===== config.mk =====
export PLATFORM = sky130hd
export DESIGN_NAME = loadStoreUnit
export DESIGN_NICKNAME = d
export VERILOG_FILES = /design/src/hw/memPkg.sv /design/src/hw/loadStoreUnit.sv
export SDC_FILE = /design/constraint.sdc
export NUM_CORES = 1
export LEC_CHECK = 0
export ABC_AREA = 0
export BUFFER_PORTS_ARGS = -buffer_cell sky130_fd_sc_hd__buf_2
export CAP_MARGIN = 15
export CORE_MARGIN = 3
export CORE_UTILIZATION = 45
export DETAILED_ROUTE_END_ITERATION = 8
export PLACE_DENSITY_LB_ADDON = 0.2
export SKIP_LAST_GASP = 1
export SYNTH_ARGS = -nofsm -noshare
export SYNTH_HDL_FRONTEND = slang
export SYNTH_SLANG_ARGS = --single-unit

===== constraint.sdc =====
create_clock -name clk -period 4.2 [get_ports clk]
set_input_delay 0.63 -clock clk [delete_from_list [all_inputs] [get_ports clk]]
set_output_delay 0.63 -clock clk [all_outputs]
set_load 0.005 [all_outputs]

===== src/hw/memPkg.sv =====
package memPkg;

    localparam int xlen = 32;
    localparam int ramAddrWidth = 12;
    localparam int ramBytes = 1 << ramAddrWidth;
    localparam int instBytes = 4;

    typedef enum logic {
        opLoad,
        opStore
    } lsOp_t;

    // encoded as byte count minus one
    typedef enum logic [1:0] {
        widthByte = 2'd0,
        widthHalf = 2'd1,
        widthWord = 2'd3
    } accessWidth_t;

    typedef enum logic [1:0] {
        ownNone,
        ownFetch,
        ownData
    } ctrlOwner_t;

    typedef struct packed {
        logic                    en;
        logic [ramAddrWidth-1:0] addr;
    } fetchReq_t;

    typedef struct packed {
        logic                    en;
        lsOp_t                   op;
        accessWidth_t            width;
        logic [ramAddrWidth-1:0] addr;
        logic [xlen-1:0]         wdata;
    } dataReq_t;

    typedef struct packed {
        logic                    write;
        logic [ramAddrWidth-1:0] addr;
        logic [7:0]              wdata;
    } ramPort_t;

    // external request, valid is a single-cycle strobe
    typedef struct packed {
        logic                    valid;
        lsOp_t                   op;
        accessWidth_t            width;
        logic                    signExt;
        logic [ramAddrWidth-1:0] addr;
        logic [xlen-1:0]         wdata;
    } lsuCmd_t;

endpackage


===== src/hw/loadStoreUnit.sv =====
`timescale 1ns/1ns

module loadStoreUnit (
    input  logic               clk,
    input  logic               rst,
    input  memPkg::lsuCmd_t    cmd,
    input  logic               dataDone,
    input  logic [31:0]        dataRdata,
    output memPkg::dataReq_t   dataReq,
    output logic               busy,
    output logic               rspValid,
    output logic [31:0]        rdata
);
    import memPkg::*;

    lsuCmd_t         curCmd;
    logic            accept;
    logic [xlen-1:0] extended;

    // commands arriving while busy are dropped
    assign accept = cmd.valid && !busy;

    always_comb begin
        dataReq.en    = busy;
        dataReq.op    = curCmd.op;
        dataReq.width = curCmd.width;
        dataReq.addr  = curCmd.addr;
        dataReq.wdata = curCmd.wdata;
    end

    always_comb begin
        case (curCmd.width)
            widthByte: extended = {{(xlen-8){curCmd.signExt & dataRdata[7]}}, dataRdata[7:0]};
            widthHalf: extended = {{(xlen-16){curCmd.signExt & dataRdata[15]}},
                                   dataRdata[15:0]};
            default:   extended = dataRdata;
        endcase
    end

    always_ff @(posedge clk) begin
        if (rst) begin
            busy     <= 1'b0;
            rspValid <= 1'b0;
        end else begin
            rspValid <= busy && dataDone;
            if (accept) begin
                busy <= 1'b1;
            end else if (dataDone) begin
                busy <= 1'b0;
            end
        end
    end

    always_ff @(posedge clk) begin
        if (accept) begin
            curCmd <= cmd;
        end
        if (dataDone) begin
            rdata <= extended;
        end
    end

    reqFollowsBusy: assert property (
        @(posedge clk) disable iff (rst) dataReq.en == busy
    ) else $error("loadStoreUnit: dataReq.en differs from busy");

endmodule


==> flow_summary.ini <==
[floorplan]
ios = 166
rows = 29
start_util = 0.481
die_h_um = 89.8
core_area_um2 = 6570
die_w_um = 89.8
fp.dieArea_um2 = 8060

[pwr]
power.switching_uw = 334
clkPwrFrac = 0.334
irDropWorstVdd_mv = 0.211
power.leakage_uw = 0.00171
p_per_area_nw_per_um2 = 432
p_seq_frac = 0.580
power.share.switching = 0.198
intPower_uw = 1350
comb_power_share = 0.085

[sta]
fmax_mhz = 495
hold_viol_final = 0
finClkSkew_ns = 0.00749
worst_slew_pin_slew_ns = 1.00
slew_headroom = 0.332
period_minus_slack_ns = 2.02
fin_crit_sh = 0.481
drv_slew = 0
setup-tns-final_ns = 0
setup_viol = 0
rsz0062_at_grt = false

[clock_tree]
clockBufferDepth = 2
cts.sinks = 82
cts_buffers = 9
clk_transition_reported_paths_ns = 0.07
clk_root_buffer_cell = clkbuf_8
cts_tree = built
clk_latency_ns = 0.33
hold_buffers = 0
cts_resized = 0
cts_htree_levels = 3
cts_setup_buffers = 0

[yosys]
ys_top_cells_by_area = edfxtp_1 76%, buf_4 11%, nand2_1 3.0%, o21ai_0 2.2%, dfxtp_1 1.3%
ys_types = 16
syn-instance-count = 193
ys_warn_count = 0
synth_top_area_frac = 0.761
syn-cell-area_um2 = 3160
ys_seq_area_frac = 0.773
ys_ff_latch = 82
postSynthAreaPerCell_um2 = 16.4
syn-num-nets = 277
synth_top_area_cell = edfxtp_1

[worst_setup_path]
crit_buf_inv = 1
endpoint_kind = output port
crit_family = flip-flops
critPathSlowestCell = edfxtp_1
cp-start-kind = register
cp_max_fo = 27
cp.arrival_ns = 1.39
max_stage_delay_ns = 0.83
crit_required_ns = 3.57
critPathKind = register to output port
path_cells = buf_2

[final_layout]
areaGrowthSynthToFinish_pct = 23.7
diodes = 0
layout.nets = 399
fillers = 540
instances_no_fill = 412
drive_above_1_share = 0.589
multi_input_comb_area_um2 = 310
seq_area_um2 = 2440

[global_routing]
use_met3 = 0.0417
grt_util_met2 = 0.239
antenna_found_initial = 0
use_met1 = 0.162
grt_max_degree = 39
grt_pass1_vias = 1819
track_usage = 0.141
busiest_layer = met2
grt_remaining_overflow = 0
grt_pass1_wl_um = 8890

[placed_design]
gp_congestion = 0.755
port_buffers = 165
dp.cells = 397
hpwlAfterDp_um = 4300

[detailed_routing]
via_count = 1780
drt-initial-drc-count = 36
wire_per_inst_um = 13.9
remaining_drc_errors = 0
drt-pass1-iter-count = 4
ant_nets = 0
drt-total-wl_um = 5750
via_per_inst = 4.32

[hold_path]
hold_path_class = primary input to register

[outcome]
status = finished clean

[job]
maxCapViolCount = 0
## routing by layer
metal  routed length (µm)  vias up
li1                     -      882
met2                 2890       97
met4                  139        0
met3                  477       11
met1                 2240      790
met5                    0        -
## final timing paths
check | startpoint | to | slack [ns] | depth (start not counted)
worst max-delay path | dataReq[45] | dataReq[45] | 2.18 | 1
worst min-delay path | rst | rspValid | 0.46 | 2
worst max register to register | busy | dataReq[44] | 2.36 | 2
worst min register to register | busy | rspValid | 0.53 | 2
## sequential cells by signal, summed over array words and instances (netlist names)
register / count
busy: 1
rspValid: 1
dataReq: 47
curCmd: 1
rdata: 32
## worst register-to-register path, cell delays in order (launching register included)
cell and delay (ns):
dfxtp_1 0.37, nor2b_4 0.80, buf_4 0.37
## kinds of logic after synthesis
family / synth area share
AOI/OAI and AO/OA: 0.0460
buffers and inverters: 0.131
DFF: 0.773
muxes: 0.00713
and+or+nand+nor: 0.0428
## layout make-up
type	count	share of cell area
clock buffer	13	0.0432
sequential	82	0.625
tap	93	0.0298
clock inverter	2	0.00897
timing repair buffer	166	0.213
multi-input combinational	56	0.0794
## synthesized netlist by cell type
library cell	instances
nand2b_4	1
nand2_1	25
clkbuf_1	1
nor2b_1	2
nor2_1	1
mux2i_4	1
buf_4	48
o21ai_2	4
o21ba_2	1
edfxtp_1	80
o21ai_1	6
dfxtp_1	2
buf_6	3
buf_2	3
nand4bb_1	1
o21ai_0	14
## power groups by stage
| stage | Sequential [µW] | Combinational, µW | Clock (µW) |
|---|---|---|---|
| after floorplan | 999 | 81.5 | 0 |
| after global placement | 998 | 146 | 0 |
| after detailed placement | 998 | 147 | 0 |
| after CTS | 980 | 148 | 584 |
| after global routing | 986 | 160 | 609 |
| final | 980 | 144 | 564 |
## layout by cell type (no fill, tap or decap), drive strengths merged
cell type	netlist	routed
nor2	1	1
clkbuf	1	13
o21ba	1	1
edfxtp	80	80
mux2i	1	1
nand4bb	1	1
buf	54	166
bufinv	0	1
nor2b	2	2
o21ai	24	24
nand2b	1	1
nand2	25	25
dfxtp	2	2
clkinv	0	1
## metrics by stage
step / power [µW] / hold slack (ns) / util / setup slack [ns] / area (µm²)
after floorplan: 1080 / 0.459 / - / 0.947 / 3160
after detailed placement: 1150 / 0.510 / 0.564 / 1.98 / 3700
final: 1690 / 0.460 / 0.595 / 2.18 / 3910
after global placement: 1140 / 0.494 / 0.564 / 2.02 / 3700
after global routing: 1760 / 0.450 / 0.595 / 2.05 / 3910
after CTS: 1710 / 0.432 / 0.595 / 2.15 / 3910
(Power assumes the default switching activity.)
