<file path="config.mk">
export PLATFORM = sky130hd
export DESIGN_NAME = memCtrl
export DESIGN_NICKNAME = d
export VERILOG_FILES = /design/src/hw/memPkg.sv /design/src/hw/memCtrl.sv
export SDC_FILE = /design/constraint.sdc
export NUM_CORES = 1
export LEC_CHECK = 0
export ABC_AREA = 1
export BUFFER_PORTS_ARGS = -buffer_cell sky130_fd_sc_hd__buf_2
export CORE_MARGIN = 4
export CORE_UTILIZATION = 49
export CTS_CLUSTER_DIAMETER = 80
export CTS_CLUSTER_SIZE = 30
export DETAILED_ROUTE_END_ITERATION = 10
export GPL_ROUTABILITY_DRIVEN = 0
export GPL_TIMING_DRIVEN = 0
export PLACE_DENSITY = 0.84
export SETUP_SLACK_MARGIN = 0.3
export SYNTH_ARGS = -nofsm -noshare
export SYNTH_HDL_FRONTEND = slang
export SYNTH_SLANG_ARGS = --single-unit
</file>
<file path="constraint.sdc">
create_clock -name clk -period 4.1 [get_ports clk]
set_clock_uncertainty 0.2 [all_clocks]
set_input_delay 0.41 -clock clk [delete_from_list [all_inputs] [get_ports clk]]
set_output_delay 0.41 -clock clk [all_outputs]
set_load 0.1 [all_outputs]
</file>
<file path="src/hw/memPkg.sv">
package memPkg;

    localparam int xlen = 32;
    localparam int ramAddrWidth = 12;
    localparam int ramBytes = 1 << ramAddrWidth;
    localparam int instBytes = 4;

    typedef enum logic {
        opLoad,
        opStore
    } lsOp_t;

    // encoded as byte count minus one
    typedef enum logic [1:0] {
        widthByte = 2'd0,
        widthHalf = 2'd1,
        widthWord = 2'd3
    } accessWidth_t;

    typedef enum logic [1:0] {
        ownNone,
        ownFetch,
        ownData
    } ctrlOwner_t;

    typedef struct packed {
        logic                    en;
        logic [ramAddrWidth-1:0] addr;
    } fetchReq_t;

    typedef struct packed {
        logic                    en;
        lsOp_t                   op;
        accessWidth_t            width;
        logic [ramAddrWidth-1:0] addr;
        logic [xlen-1:0]         wdata;
    } dataReq_t;

    typedef struct packed {
        logic                    write;
        logic [ramAddrWidth-1:0] addr;
        logic [7:0]              wdata;
    } ramPort_t;

    // external request, valid is a single-cycle strobe
    typedef struct packed {
        logic                    valid;
        lsOp_t                   op;
        accessWidth_t            width;
        logic                    signExt;
        logic [ramAddrWidth-1:0] addr;
        logic [xlen-1:0]         wdata;
    } lsuCmd_t;

endpackage

</file>
<file path="src/hw/memCtrl.sv">
`timescale 1ns/1ns

module memCtrl (
    input  logic                 clk,
    input  logic                 rst,
    input  logic                 rdy,
    input  logic                 ioBufferFull,
    input  memPkg::fetchReq_t    fetchReq,
    input  memPkg::dataReq_t     dataReq,
    input  logic [7:0]           ramRdata,
    output memPkg::ramPort_t     ramPort,
    output memPkg::ctrlOwner_t   owner,
    output logic                 fetchDone,
    output logic                 dataDone,
    output logic [31:0]          fetchInst,
    output logic [31:0]          dataRdata
);
    import memPkg::*;

    logic hold;

    // access state latched at grant
    logic [2:0]              stage;
    logic [2:0]              lastStage;
    logic [ramAddrWidth-1:0] base;
    lsOp_t                   curOp;
    logic [xlen-1:0]         assembly;

    logic            isRead;
    logic            isStore;
    logic            readLast;
    logic            storeLast;
    logic [2:0]      rdIdx;
    logic [xlen-1:0] completeWord;

    assign hold = !rdy || ioBufferFull;

    assign isRead  = (owner == ownFetch) || (owner == ownData && curOp == opLoad);
    assign isStore = (owner == ownData) && (curOp == opStore);

    // reads finish one stage after the last address, stores on the last write
    assign readLast  = isRead && (stage == lastStage + 3'd1);
    assign storeLast = isStore && (stage == lastStage);

    assign fetchDone = !hold && readLast && (owner == ownFetch);
    assign dataDone  = !hold && ((readLast && owner == ownData) || storeLast);

    // under hold keep re-reading the previous byte so rdata stays valid
    assign rdIdx = hold ? stage - 3'd1 : stage;

    always_comb begin
        ramPort.write = isStore && !hold;
        ramPort.addr  = base + ramAddrWidth'(rdIdx);
        ramPort.wdata = dataReq.wdata[8*stage[1:0] +: 8];
    end

    // last byte comes straight from the RAM output register
    always_comb begin
        completeWord = assembly;
        completeWord[8*lastStage[1:0] +: 8] = ramRdata;
    end

    assign fetchInst = completeWord;
    assign dataRdata = completeWord;

    always_ff @(posedge clk) begin
        if (rst) begin
            owner <= ownNone;
            stage <= 3'd0;
        end else if (!hold) begin
            if (owner == ownNone) begin
                stage <= 3'd0;
                // data side has priority
                if (dataReq.en) begin
                    owner <= ownData;
                end else if (fetchReq.en) begin
                    owner <= ownFetch;
                end
            end else if (readLast || storeLast) begin
                owner <= ownNone;
                stage <= 3'd0;
            end else begin
                stage <= stage + 3'd1;
            end
        end
    end

    always_ff @(posedge clk) begin
        if (!hold) begin
            if (owner == ownNone) begin
                assembly <= '0;
                if (dataReq.en) begin
                    base      <= dataReq.addr;
                    curOp     <= dataReq.op;
                    lastStage <= {1'b0, dataReq.width};
                end else begin
                    base      <= fetchReq.addr;
                    curOp     <= opLoad;
                    lastStage <= 3'(instBytes - 1);
                end
            end else if (isRead && stage != 3'd0 && !readLast) begin
                // byte for address base+stage-1 arrives now
                assembly[8*(stage[1:0] - 2'd1) +: 8] <= ramRdata;
            end
        end
    end

    oneDonePerCycle: assert property (
        @(posedge clk) disable iff (rst) !(fetchDone && dataDone)
    ) else $error("memCtrl: fetchDone and dataDone in the same cycle");

    writeOnlyWhenOwned: assert property (
        @(posedge clk) disable iff (rst)
        (owner != ownData || !rdy || ioBufferFull) |-> !ramPort.write
    ) else $error("memCtrl: RAM write outside a data access or under hold");

endmodule

</file>
==> run metrics <==
CTS tree=done; Overflow after GRT=0; Yosys top cell area share=36.22%; initial cell density of the core=50.42%; Clock Sinks=52; worst skew pair latency=0.30 ns; Critical Path AT=3.05 ns; Mapped Area=0.003896 mm2; largest net degree at the start of global routing=27; Post-Place Cell Area=0.005145 mm2; ANT nets after route=0; Antenna Cells=0; status=finished, final reports clean; Final Max Tran Viols=0; Die Height=97.17 um; Critical Path RT=3.49 ns; Warnings, synthesis=0; Post-Syn Instances=512; Max Clk Rate=273.4 MHz; slew margin rel.=17.42%; initial DRC count=361; Power Density=375.0 mW/mm2; gr usage total=23.25%; total wire length=11490 um; critical-path cell list=inv_1 -> buf_4 -> buf_6 -> ha_2 -> nand2_1 -> xor2_1 -> ha_1 -> nand3_1 -> nand2_1 -> nand3_2 -> nor2_2 -> nand4_1 -> xnor2_2 -> buf_6; CP startpoint kind=flop; Yosys top cell by area=edfxtp_1; DR pass1 iterations=7; Longest Clk Path Bufs=2; first-pass GRT wire length=18460 um; Max stage delay on crit path=0.37 ns; final setup fails=0; synthesis-stage register bit count=52; leakage=0.002609 uW; drt wl/cell=14.65 um; Cell Rows=32; vias per inst=5.279; worst-path fanout max=13; CTS root buffer=clkbuf_8; kind of end point of the critical path=output port; via count=4139; CP delay by family, top=simple AND/OR/NAND/NOR gates; vias in the first global route=3974; final hold vios=0; Area Overhead vs Synth=38.47%; slowest CP cell=dfxtp_2; Max Cap Violations=0; Die Wd=97.17 um; fillers=621; Seq/Total Area, Yosys=38.79%; layout cell share with drive strength beyond 1=39.30%; Synth cell types=34; DRC=0; post-layout min period=3.658 ns; Inserted Clock Buffers=5; hold_ws=0.06032 ns; period utilization=89.22%; hold crit path type=in2reg; Worst Tran Pin Value=1.234 ns; # IOs=162; initial antenna violation count=0; top post-synthesis cells by area=edfxtp_1, nand2_1, buf_4; Worst VDD drop=0.3461 mV; crit path kind=reg2out; Clock transition at path regs=0.10 ns; synthesized area per cell=7.610 um2; htree depth=2; Synthesized Nets=603; fin area=0.005395 mm2; Nets=773; full die area=0.009442 mm2; IO buf count=160; Buf/Inv on CP=4; core region area=0.007727 mm2; DP HPWL=9011 um; unrepaired setup endpoints after global routing=yes
## sequential cells by signal, summed over array words and instances (netlist names)
signal and count:
curOp 1, base 12, lastStage 2, owner 2, assembly 32, stage 3
## cell families (layout without fill, tap and decap cells)
logic type	count (synthesis)	in the layout	share of synthesized area [%]
AOI/OAI and AO/OA	106	106	14.77
xor gates and xnor gates	14	14	3.340
adders and majority gates	18	18	5.973
buffers and inverters	117	287	14.58
DFF	52	52	38.79
and+or+nand+nor	205	205	22.54
## final timing paths
kind / startpoint / endpoint / slack [ns] / cells past startpoint
worst max register to register: lastStage[0] / assembly[8] / 1.50 / 10
worst max-delay path: stage[0] / ramPort[17] / 0.44 / 14
worst min-delay path: rst / owner[1] / 0.06 / 2
worst min register to register: stage[2] / stage[2] / 0.32 / 2
## placed cells by master (no fill, tap or decap), types with 3 or more instances in the layout
cell / count
buf_2: 159
a21oi_1: 37
clkbuf_1: 12
inv_1: 60
buf_4: 35
o21ai_0: 33
xor2_2: 5
nor2_1: 37
dfxtp_1: 4
buf_6: 4
o22ai_2: 25
nand4_1: 10
clkbuf_8: 5
ha_1: 16
edfxtp_1: 47
xor2_1: 3
nand3_1: 17
o22ai_1: 8
nand2_1: 123
## synth_stat cells (all sizes together)
cell and number:
nand2 126, inv 63, edfxtp 47, nor2 41, buf 39, a21oi 38, o21ai 35, o22ai 33
nand3 19, ha 17, clkbuf 13, nand4 10, xor2 10, dfxtp 5, or2 4, xnor2 4
nor3 3, clkinv 2, fa 1, nand3b 1, nor3b 1
## worst reg2reg max path, cell delays in order (launching register included)
cell and delay, ns:
edfxtp_1 0.46, inv_1 0.18, ha_1 0.32, inv_1 0.10, nand2_1 0.05, nand2_1 0.06
nor2_1 0.04, nand3b_1 0.15, nand3_1 0.15, a21oi_4 0.36, buf_16 0.24
## area by class of cell
| cell class | instances | area (um2) | share of cell area [%] |
|---|---|---|---|
| multi-input combinational | 343 | 2155 | 39.94 |
| sequential | 52 | 1513 | 28.04 |
| timing repair buffer | 163 | 892.1 | 16.54 |
| buffer | 52 | 332.8 | 6.169 |
| inverter | 65 | 246.5 | 4.569 |
| tap | 102 | 127.6 | 2.365 |
| clock buffer | 5 | 68.82 | 1.276 |
| clock inverter | 2 | 60.06 | 1.113 |
## what timing repair did
item	in CTS	in global routing
resized for setup	22	11
hold buffers	0	0
endpoints found under the setup margin	9	17
pin swaps	0	4
setup buffers	0	2
## power by group
part / leakage, uW / internal (uW) / switching, uW
combinational: 0.00206 / 201 / 766
sequential: 0.000488 / 615 / 23.5
clock: 0.0000642 / 241 / 176
## per-layer routing
layer  track usage [%]  routed length [um]  part of all wire, %  up-vias
met5                 0                   0                    0        -
met4             6.156                 238                  2.1        0
met3             4.666                1039                  9.0       30
met2             40.98                5681                   49      230
met1             29.00                4529                   39     1879
li1                  -                   -                    -     2000
## through the flow
step	cells	worst slack, ns	TNS, ns	utilization (%)	power, uW
detailed placement	775	-0.2165	-0.2602	66.58	1597
CTS	782	0.3033	0	69.14	2011
finish	784	0.4419	0	69.82	2023
floorplan	512	-0.1990	-1.592	-	1429
global route	784	0.2637	0	69.82	2092
global placement	774	-0.1635	-0.1792	66.13	1577
Power figures use the tool's default switching activity.
