<file path="config.mk">
export PLATFORM = sky130hd
export DESIGN_NAME = fetchUnit
export DESIGN_NICKNAME = d
export VERILOG_FILES = /design/src/hw/memPkg.sv /design/src/hw/fetchUnit.sv
export SDC_FILE = /design/constraint.sdc
export NUM_CORES = 1
export LEC_CHECK = 0
export BUFFER_PORTS_ARGS = -buffer_cell sky130_fd_sc_hd__buf_2
export CAP_MARGIN = 20
export CORE_ASPECT_RATIO = 1.5
export CORE_UTILIZATION = 35
export CTS_CLUSTER_SIZE = 10
export DETAILED_ROUTE_END_ITERATION = 16
export GPL_TIMING_DRIVEN = 1
export PLACE_DENSITY = 0.66
export SKIP_LAST_GASP = 1
export SLEW_MARGIN = 20
export SYNTH_ARGS = -nofsm -noshare
export SYNTH_HDL_FRONTEND = slang
export SYNTH_SLANG_ARGS = --single-unit
</file>
<file path="constraint.sdc">
create_clock -name clk -period 1.5 [get_ports clk]
set_input_delay 0.45 -clock clk [delete_from_list [all_inputs] [get_ports clk]]
set_output_delay 0.45 -clock clk [all_outputs]
set_load 0.1 [all_outputs]
</file>
<file path="src/hw/memPkg.sv">
package memPkg;

    localparam int xlen = 32;
    localparam int ramAddrWidth = 12;
    localparam int ramBytes = 1 << ramAddrWidth;
    localparam int instBytes = 4;

    typedef enum logic {
        opLoad,
        opStore
    } lsOp_t;

    // encoded as byte count minus one
    typedef enum logic [1:0] {
        widthByte = 2'd0,
        widthHalf = 2'd1,
        widthWord = 2'd3
    } accessWidth_t;

    typedef enum logic [1:0] {
        ownNone,
        ownFetch,
        ownData
    } ctrlOwner_t;

    typedef struct packed {
        logic                    en;
        logic [ramAddrWidth-1:0] addr;
    } fetchReq_t;

    typedef struct packed {
        logic                    en;
        lsOp_t                   op;
        accessWidth_t            width;
        logic [ramAddrWidth-1:0] addr;
        logic [xlen-1:0]         wdata;
    } dataReq_t;

    typedef struct packed {
        logic                    write;
        logic [ramAddrWidth-1:0] addr;
        logic [7:0]              wdata;
    } ramPort_t;

    // external request, valid is a single-cycle strobe
    typedef struct packed {
        logic                    valid;
        lsOp_t                   op;
        accessWidth_t            width;
        logic                    signExt;
        logic [ramAddrWidth-1:0] addr;
        logic [xlen-1:0]         wdata;
    } lsuCmd_t;

endpackage

</file>
<file path="src/hw/fetchUnit.sv">
`timescale 1ns/1ns

module fetchUnit (
    input  logic                              clk,
    input  logic                              rst,
    input  logic                              redirect,
    input  logic [memPkg::ramAddrWidth-1:0]   target,
    input  memPkg::ctrlOwner_t                owner,
    input  logic                              fetchDone,
    input  logic [31:0]                       fetchInst,
    output memPkg::fetchReq_t                 fetchReq,
    output logic                              instValid,
    output logic [31:0]                       inst,
    output logic [memPkg::ramAddrWidth-1:0]   instPc
);
    import memPkg::*;

    logic [ramAddrWidth-1:0] pc;
    logic                    discard;

    assign fetchReq.en   = 1'b1;
    assign fetchReq.addr = pc;

    always_ff @(posedge clk) begin
        if (rst) begin
            pc        <= '0;
            discard   <= 1'b0;
            instValid <= 1'b0;
        end else if (redirect) begin
            pc        <= target;
            instValid <= 1'b0;
            // a grant may be taking the old pc this very cycle
            discard   <= (owner == ownFetch && !fetchDone) || (owner == ownNone);
        end else if (fetchDone) begin
            if (discard) begin
                discard   <= 1'b0;
                instValid <= 1'b0;
            end else begin
                pc        <= pc + ramAddrWidth'(instBytes);
                instValid <= 1'b1;
            end
        end else begin
            instValid <= 1'b0;
        end
    end

    always_ff @(posedge clk) begin
        if (fetchDone) begin
            inst   <= fetchInst;
            instPc <= pc;
        end
    end

endmodule

</file>
==> results of run 1 <==
==> cell families (layout without fill, tap and decap cells) <==
logic type / after synthesis / count (layout) / synth area share
DFF: 58 / 58 / 0.768
xor gates and xnor gates: 2 / 2 / 0.00840
other: 1 / 1 / 0.00180
adders and majority gates: 1 / 1 / 0.00600
buffers and inverters: 10 / 148 / 0.0234
AOI/OAI and AO/OA: 21 / 21 / 0.0726
muxes: 2 / 2 / 0.00960
and+or+nand+nor: 38 / 38 / 0.110
==> synthesized netlist by cell type, types with 2 or more instances <==
cell	n	area [um^2]
edfxtp_1	44	1320
a311oi_1	4	35.0
o21ai_0	5	25.0
inv_1	5	18.8
nand2_1	4	15.0
and3b_1	2	17.5
xnor2_1	2	17.5
or4_1	2	15.0
dfxtp_1	14	280
or3_1	3	18.8
a31oi_1	2	12.5
clkbuf_1	2	7.51
nor2_1	11	41.3
mux2i_1	2	20.0
nand3_1	4	20.0
a211oi_1	2	15.0
==> per-layer routing <==
layer | up-vias | GRT usage
li1 | 781 | -
met2 | 91 | 0.349
met1 | 786 | 0.203
met3 | 10 | 0.0469
met4 | 0 | 0.0888
met5 | - | 0
==> layout by cell type, fill, tap and decap left out, types with 3 or more instances in the layout <==
cell,synthesis,layout
a311oi_1,4,3
buf_12,0,29
nor2_1,11,11
dfxtp_2,0,6
inv_1,5,5
buf_4,1,49
dfxtp_1,14,4
or3_1,3,3
o21ai_0,5,5
nand2_1,4,4
dfxtp_4,0,4
edfxtp_1,44,44
nand3_1,4,4
clkbuf_8,0,11
buf_2,0,49
==> flip-flops by register name, summed over array words and instances, names as in the netlist <==
signal / flops
discard: 1
pc: 12
inst: 32
instValid: 1
instPc: 12
==> report_power, final <==
| part | internal [W] | switching [W] | leakage, nW |
|---|---|---|---|
| sequential | 0.00186 | 0.0000881 | 0.556 |
| clock | 0.000853 | 0.000569 | 0.103 |
| combinational | 0.000396 | 0.00102 | 0.852 |
| total | 0.00311 | 0.00168 | 1.51 |
==> worst paths after layout <==
kind	slack (ns)	to	cells past startpoint	startpoint
setup / recovery	-0.001	instPc[11]	1	instPc[11]
hold / removal	0.29	inst[28]	1	fetchInst[28]
setup reg to reg	0.01	pc[10]	4	pc[3]
hold reg to reg	0.48	instPc[2]	0	pc[2]
==> cell type report <==
class / instances / area, um^2
fill: 430 / 2210
sequential: 58 / 1620
timing repair buffer: 127 / 1190
multi-input combinational: 65 / 454
clock buffer: 13 / 159
tap: 72 / 90.1
clock inverter: 3 / 40.0
inverter: 5 / 18.8
==> stage by stage <==
stage                     power [W]  hold WS, ns  setup slack, ns
after global routing        0.00492        0.280          -0.0425
after CTS                   0.00479        0.284           0.0105
after detailed placement    0.00335        0.475           -0.134
after global placement      0.00332        0.473          -0.0762
final                       0.00479        0.290        -0.000990
after floorplan             0.00288        0.534           -0.184
==> what timing repair did <==
| action | 4_1_cts | 5_1_grt |
|---|---|---|
| hold buffers | 0 | 0 |
| hold endpoints to repair | 0 | 0 |
| buffers inserted | 2 | 0 |
| pin swaps | 0 | 1 |
| gates resized for setup | 29 | 1 |
| setup endpoints to repair | 30 | 4 |
==> impl_metrics.json, run 1 <==
{
  "outcome": "complete, but fails checks",
  "violations": "setup timing",
  "finalSetupViolCount": 1,
  "post-place-cells": 325,
  "drive_above_1_share": 0.579,
  "drt-total-wl_mm": 5.82,
  "timing_worst_setup_path_type": "reg2out",
  "wl_met3_um": 395,
  "clkTransAtPathRegs_ns": 0.07,
  "cts_buffers": 9,
  "cts_tree": "built",
  "grt_pass1_wl_mm": 8.45,
  "hpwlAfterDp_mm": 4.16,
  "chipWidth_um": 65.0,
  "fin_crit_sh": 1.00,
  "viasPerCell": 4.86,
  "crit_chain": "buf_12",
  "overflow": 0,
  "dieArea_um2": 6280,
  "drtPass1Iterations": 4,
  "fin_ws_ns": -0.000990,
  "wl_met1_mm": 2.10,
  "rows": 34,
  "path_max_fanout": 1,
  "power_density_nw_per_um2": 1340,
  "ys_seq_elements": 58,
  "synth-seq-area-share": 0.768,
  "required_ns": 1.05,
  "slowest_delay_ns": 0.49,
  "netlist-cell-type-count": 41,
  "hold_class": "in2reg",
  "cts.sinks": 58,
  "via_count": 1668,
  "crit_family": "flip-flops",
  "syn_avg_cell_area_um2": 15.7,
  "initial_utilization": 0.361,
  "route.antenna.remaining_nets": 0,
  "portBuffers": 106,
  "peakVddDrop_mv": 0.618,
  "first_global_vias": 1612,
  "async_flop_share": 0,
  "fin_area_um2": 3580,
  "htreeDepth": 3,
  "layout.nets": 317,
  "synth_edf_count": 44,
  "tns_ns": -0.000990,
  "syn_inst": 133,
  "fin_util": 0.619,
  "drtIter0Drc": 61,
  "worst_path_max_delay_cell": "edfxtp_1",
  "crit_buf_inv": 1,
  "synthToLayoutAreaGrowth_pct": 71.6,
  "detailroute.wirelength.met2_mm": 3.22,
  "synth_fp_nets": 184,
  "finClkSkew_ns": 0.0110,
  "place_area_um2": 3290,
  "grt_max_degree": 23,
  "hold_viol": 0,
  "grt_setup_unrepaired": "true",
  "fmax_mhz": 666,
  "syn_area_um2": 2090,
  "worstPathArrival_ns": 1.05,
  "end_kind": "primary output",
  "dieHeight_um": 96.5,
  "drc": 0,
  "drv_slew": 0,
  "diodes": 0,
  "core-area_um2": 5790,
  "cap_violations": 0,
  "clock_path_buffers": 2,
  "synthFlopType": "edfxtp_1",
  "layoutNonFillerInstCount": 343,
  "yosysWarnings": 0,
  "antenna_found_initial": 0,
  "routed.top_layer": "met4",
  "wire_per_inst_um": 17.0,
  "p_leak_nw": 1.51,
  "grt_usage": 0.190,
  "startpoint_type": "flip-flop",
  "clock_latency_ns": 0.33,
  "period_needed_ns": 1.50,
  "ios": 108,
  "finalWeightedCongestion": 0.890,
  "cts-root-buf": "clkbuf_8"
}
(Power assumes the default switching activity.)
==> run 2, diff against run 1 <==
- CTS_BUF_LIST: unset -> sky130_fd_sc_hd__clkbuf_16
==> run 2 against run 1 <==
Net effect:
- the run now ends clean
- count of clock-buffer cells in the layout fell by 4
- combinational power barely moved
- final cell count fell by 0.29%
- critical path depth rose by 3
- sequential power barely moved
- largest power group unchanged
==> impl_metrics.json, run 2 (synthesis gave the netlist of run 1 again) <==
{
  "path_max_fanout": 5,
  "largest_register_ffs": 32,
  "hold_viol": 0,
  "overflow": 0,
  "layout.nets": 316,
  "regMostFlops": "inst",
  "cts_tree": "built",
  "hold_class": "in2reg",
  "rows": 34,
  "p_leak_nw": 1.55,
  "diodes": 0,
  "chipWidth_um": 65.0,
  "drc": 0,
  "clock_path_buffers": 2,
  "fin_crit_sh": 0.998,
  "synthToLayoutAreaGrowth_pct": 75.2,
  "hold_ws_ns": 0.296,
  "clkTransAtPathRegs_ns": 0.05,
  "startpoint_type": "flip-flop",
  "drtIter0Drc": 79,
  "fmax_mhz": 668,
  "final_cell_mix": "buf_2 (49), edfxtp_1 (44), buf_4 (44)",
  "dieHeight_um": 96.5,
  "p_sw_w": 0.00175,
  "timing_worst_setup_path_type": "reg2reg",
  "grt_pass1_wl_mm": 8.35,
  "pwr-share-comb": 0.268,
  "crit_family": "simple AND/OR/NAND/NOR gates",
  "core-area_um2": 5790,
  "outcome": "finished clean",
  "power_frac_seq": 0.371,
  "slowest_delay_ns": 0.42,
  "hpwlAfterDp_mm": 4.16,
  "grt_usage": 0.189,
  "cts_buffers": 9,
  "via_count": 1685,
  "sw_frac_of_total": 0.333,
  "first_global_vias": 1605,
  "place_area_um2": 3290,
  "crit_buf_inv": 0,
  "ios": 108,
  "finClkSkew_ns": 0.00767,
  "clock_latency_ns": 0.32,
  "initial_utilization": 0.361,
  "drtPass1Iterations": 5,
  "drive_above_1_share": 0.570,
  "wire_per_inst_um": 17.2,
  "crit_chain": "ha_4 > or4b_1 > or4_1 > nand3_1",
  "cts.sinks": 58,
  "finalWeightedCongestion": 0.890,
  "route.antenna.remaining_nets": 0,
  "power_density_nw_per_um2": 1440,
  "worstPathArrival_ns": 1.75,
  "portBuffers": 106,
  "reg_top3": "inst (32), instPc (12), pc (12)",
  "worst_path_max_delay_cell": "or4b_1",
  "required_ns": 1.76,
  "dieArea_um2": 6280,
  "final_common_cell": "buf_2",
  "cts-root-buf": "clkbuf_16",
  "fin_area_um2": 3650,
  "htreeDepth": 3,
  "antenna_found_initial": 0,
  "grt_max_degree": 23,
  "peakVddDrop_mv": 0.710,
  "finalSetupViolCount": 0,
  "cap_violations": 0,
  "end_kind": "flip-flop",
  "grt_setup_unrepaired": "true",
  "p_clk_frac": 0.360,
  "drv_slew": 0,
  "period_needed_ns": 1.50,
  "viasPerCell": 4.93,
  "drt-total-wl_mm": 5.89,
  "hold_buffers": 0,
  "p_int_w": 0.00351
}
[run 2: cell count changes in the layout (fill, tap and decap cells not counted)]
cell       before  now
clkbuf_8       11    0
clkbuf_1        2    0
inv_1           5    7
clkinv_1        0    2
clkbuf_16       0    9
buf_4          49   44
clkbuf_4        0    4
[run 2: power by group through the flow]
stage,clock [W],sequential (W),combinational [W]
5_1_grt,0.00198,0.00197,0.00145
3_3_place_gp,0,0.00197,0.00136
2_1_floorplan,0,0.00280,0.0000882
3_5_place_dp,0,0.00198,0.00137
6_report,0.00190,0.00195,0.00141
4_1_cts,0.00192,0.00195,0.00141
[run 2: timing repair]
item | 4_1_cts | 5_1_grt
setup buffers | 1 | 0
gates resized for setup | 25 | 5
setup endpoints to repair | 26 | 7
hold endpoints to repair | 0 | 0
[run 2: worst reg2reg max path: stages (launching register included)]
cell and delay (ns):
dfxtp_4 0.38, ha_4 0.13, or4b_1 0.42, or4_1 0.41, nand3_1 0.09
[run 2: worst paths after layout]
path	startpoint	to	slack, ns	cells past startpoint
worst max register to register	pc[2]	pc[10]	0.003	4
worst min register to register	pc[11]	instPc[11]	0.48	0
worst max-delay path	pc[2]	pc[10]	0.003	4
worst min-delay path	fetchInst[21]	inst[21]	0.30	1
[run 2: stage by stage]
| stage | utilization | total power, W | cells | setup slack, ns | setup TNS, ns |
|---|---|---|---|---|---|
| 2_1_floorplan | - | 0.00288 | 133 | -0.184 | -0.367 |
| 3_3_place_gp | 0.568 | 0.00332 | 325 | -0.0762 | -0.125 |
| 3_5_place_dp | 0.568 | 0.00335 | 325 | -0.134 | -0.321 |
| 4_1_cts | 0.629 | 0.00528 | 342 | 0.0000814 | 0 |
| 5_1_grt | 0.631 | 0.00540 | 342 | -0.0558 | -0.0675 |
| 6_report | 0.631 | 0.00526 | 342 | 0.00295 | 0 |
[run 2: layer usage]
layer  global-route usage  part of all wire  up-vias
met4                0.134             0.032        0
met3               0.0423             0.077       15
met1                0.202              0.35      785
met2                0.326              0.54      103
met5                    0                 0        -
li1                     -                 -      782
[run 2: layout make-up]
| type | count | area [um^2] |
|---|---|---|
| Clock buffer | 9 | 225 |
| Clock inverter | 7 | 55.1 |
| Fill cell | 428 | 2130 |
| Inverter | 5 | 18.8 |
| Multi-Input combinational cell | 65 | 454 |
| Sequential cell | 58 | 1620 |
| Tap cell | 72 | 90.1 |
| Timing Repair Buffer | 126 | 1190 |
==> run 3, diff against run 2 <==
- RECOVER_POWER: unset -> 100
==> run 3 against run 2 <==
Net effect:
- non-clock buffer count unchanged
- combinational power decreased by 8%
- core utilization decreased by 4.7 points
- critical path type unchanged
- hold slack about the same
- critical endpoint unchanged
- routed wire length increased by 0.82%
- setup slack improved by 0.0010 ns
- die area unchanged
- critical path depth unchanged
- sequential power about the same
- count of clock-buffer cells in the layout unchanged
- power decreased by 2.4%
==> impl_metrics.json, run 3 (synthesis gave the netlist of run 1 again) <==
{
  "hold_ws_ns": 0.296,
  "outcome": "finished clean",
  "grt_pass1_wl_mm": 8.35,
  "first_global_vias": 1605,
  "finalWeightedCongestion": 0.890,
  "htreeDepth": 3,
  "worst_path_max_delay_cell": "or4b_1",
  "core-area_um2": 5790,
  "finalSetupViolCount": 0,
  "route.antenna.remaining_nets": 0,
  "diodes": 0,
  "antenna_found_initial": 0,
  "viasPerCell": 4.87,
  "post-place-cells": 325,
  "drc": 0,
  "power_density_nw_per_um2": 1520,
  "clock_latency_ns": 0.32,
  "fmax_mhz": 668,
  "grt_usage": 0.189,
  "regMostFlops": "inst",
  "power_frac_seq": 0.376,
  "crit_family": "simple AND/OR/NAND/NOR gates",
  "cts_tree": "built",
  "path_max_fanout": 5,
  "cap_violations": 0,
  "startpoint_type": "flip-flop",
  "period_needed_ns": 1.50,
  "sw_frac_of_total": 0.338,
  "p_leak_nw": 1.44,
  "cts_buffers": 9,
  "finClkSkew_ns": 0.00788,
  "p_sw_w": 0.00174,
  "synthToLayoutAreaGrowth_pct": 62.1,
  "dieArea_um2": 6280,
  "timing_worst_setup_path_type": "reg2reg",
  "reg_top3": "inst (32), instPc (12), pc (12)",
  "drive_above_1_share": 0.544,
  "regArea_um2": 1620,
  "pwr-share-comb": 0.254,
  "rows": 34,
  "largest_register_ffs": 32,
  "cts-root-buf": "clkbuf_16",
  "fillers": 490,
  "peakVddDrop_mv": 0.716,
  "dieHeight_um": 96.5,
  "initial_utilization": 0.361,
  "final_common_cell": "buf_2",
  "fin_ws_ns": 0.00399,
  "crit_buf_inv": 0,
  "clkTransAtPathRegs_ns": 0.05,
  "wire_per_inst_um": 17.4,
  "hold_class": "in2reg",
  "tns_ns": 0,
  "crit_chain": "ha_4 > or4b_1 > or4_1 > nand3_1",
  "grt_setup_unrepaired": "true",
  "overflow": 0,
  "p_clk_frac": 0.370,
  "end_kind": "flip-flop",
  "p_int_w": 0.00340,
  "hpwlAfterDp_mm": 4.16,
  "grt_max_degree": 23,
  "layout.nets": 316,
  "required_ns": 1.76,
  "drt-total-wl_mm": 5.94,
  "fin_crit_sh": 0.997,
  "ios": 108,
  "layoutNonFillerInstCount": 342,
  "slowest_delay_ns": 0.42,
  "cts.sinks": 58,
  "via_count": 1667,
  "clock_path_buffers": 2,
  "multi_input_comb_area_um2": 454,
  "drtIter0Drc": 77,
  "hold_viol": 0,
  "portBuffers": 106,
  "final_cell_mix": "buf_2 (48), edfxtp_1 (44), clkbuf_4 (30)",
  "place_ws_ns": -0.134,
  "worstPathArrival_ns": 1.76,
  "drtPass1Iterations": 4,
  "chipWidth_um": 65.0,
  "drv_slew": 0
}
## run 3: area by class of cell
type | count | share of cell area
clock buffers | 9 | 0.0666
clock inverters | 7 | 0.0163
inverters | 5 | 0.00555
multi-input cells | 65 | 0.134
flip-flops and latches | 58 | 0.479
repair buffers | 126 | 0.271
well taps | 72 | 0.0266
## run 3: repair_timing
| action | CTS | global route |
|---|---|---|
| hold buffers | 0 | 0 |
| pin swaps | 0 | 0 |
| cloned | 0 | 0 |
| setup buffers | 1 | 0 |
| setup endpoints to repair | 26 | 7 |
| gates resized for setup | 25 | 5 |
## run 3: layer usage
layer	wire, um	global-route usage
met1	2190	0.202
met2	3130	0.326
met3	413	0.0423
met4	207	0.134
met5	0	0
## run 3: metrics by stage
stage,total power (W),util,cell area (um^2)
2_1_floorplan,0.00288,-,2120
3_3_place_gp,0.00332,0.568,3290
3_5_place_dp,0.00335,0.568,3290
4_1_cts,0.00528,0.629,3640
5_1_grt,0.00527,0.585,3380
6_report,0.00514,0.585,3380
## run 3: worst register-to-register path: stages, from the launching register on
cell and delay (ns):
dfxtp_4 0.38, ha_4 0.13, or4b_1 0.42, or4_1 0.42
nand3_1 0.09
## run 3: final timing paths
check	from	to	slack [ns]	depth (start not counted)
hold / removal	fetchInst[21]	inst[21]	0.30	1
setup reg to reg	pc[2]	pc[10]	0.004	4
hold reg to reg	pc[0]	instPc[0]	0.46	0
setup / recovery	pc[2]	pc[10]	0.004	4
## run 3: power by group through the flow
stage	Clock, W	Sequential, W	Combinational [W]
after floorplan	0	0.00280	0.0000882
after global placement	0	0.00197	0.00136
after global routing	0.00198	0.00194	0.00134
final	0.00190	0.00193	0.00130
after detailed placement	0	0.00198	0.00137
after CTS	0.00192	0.00195	0.00141
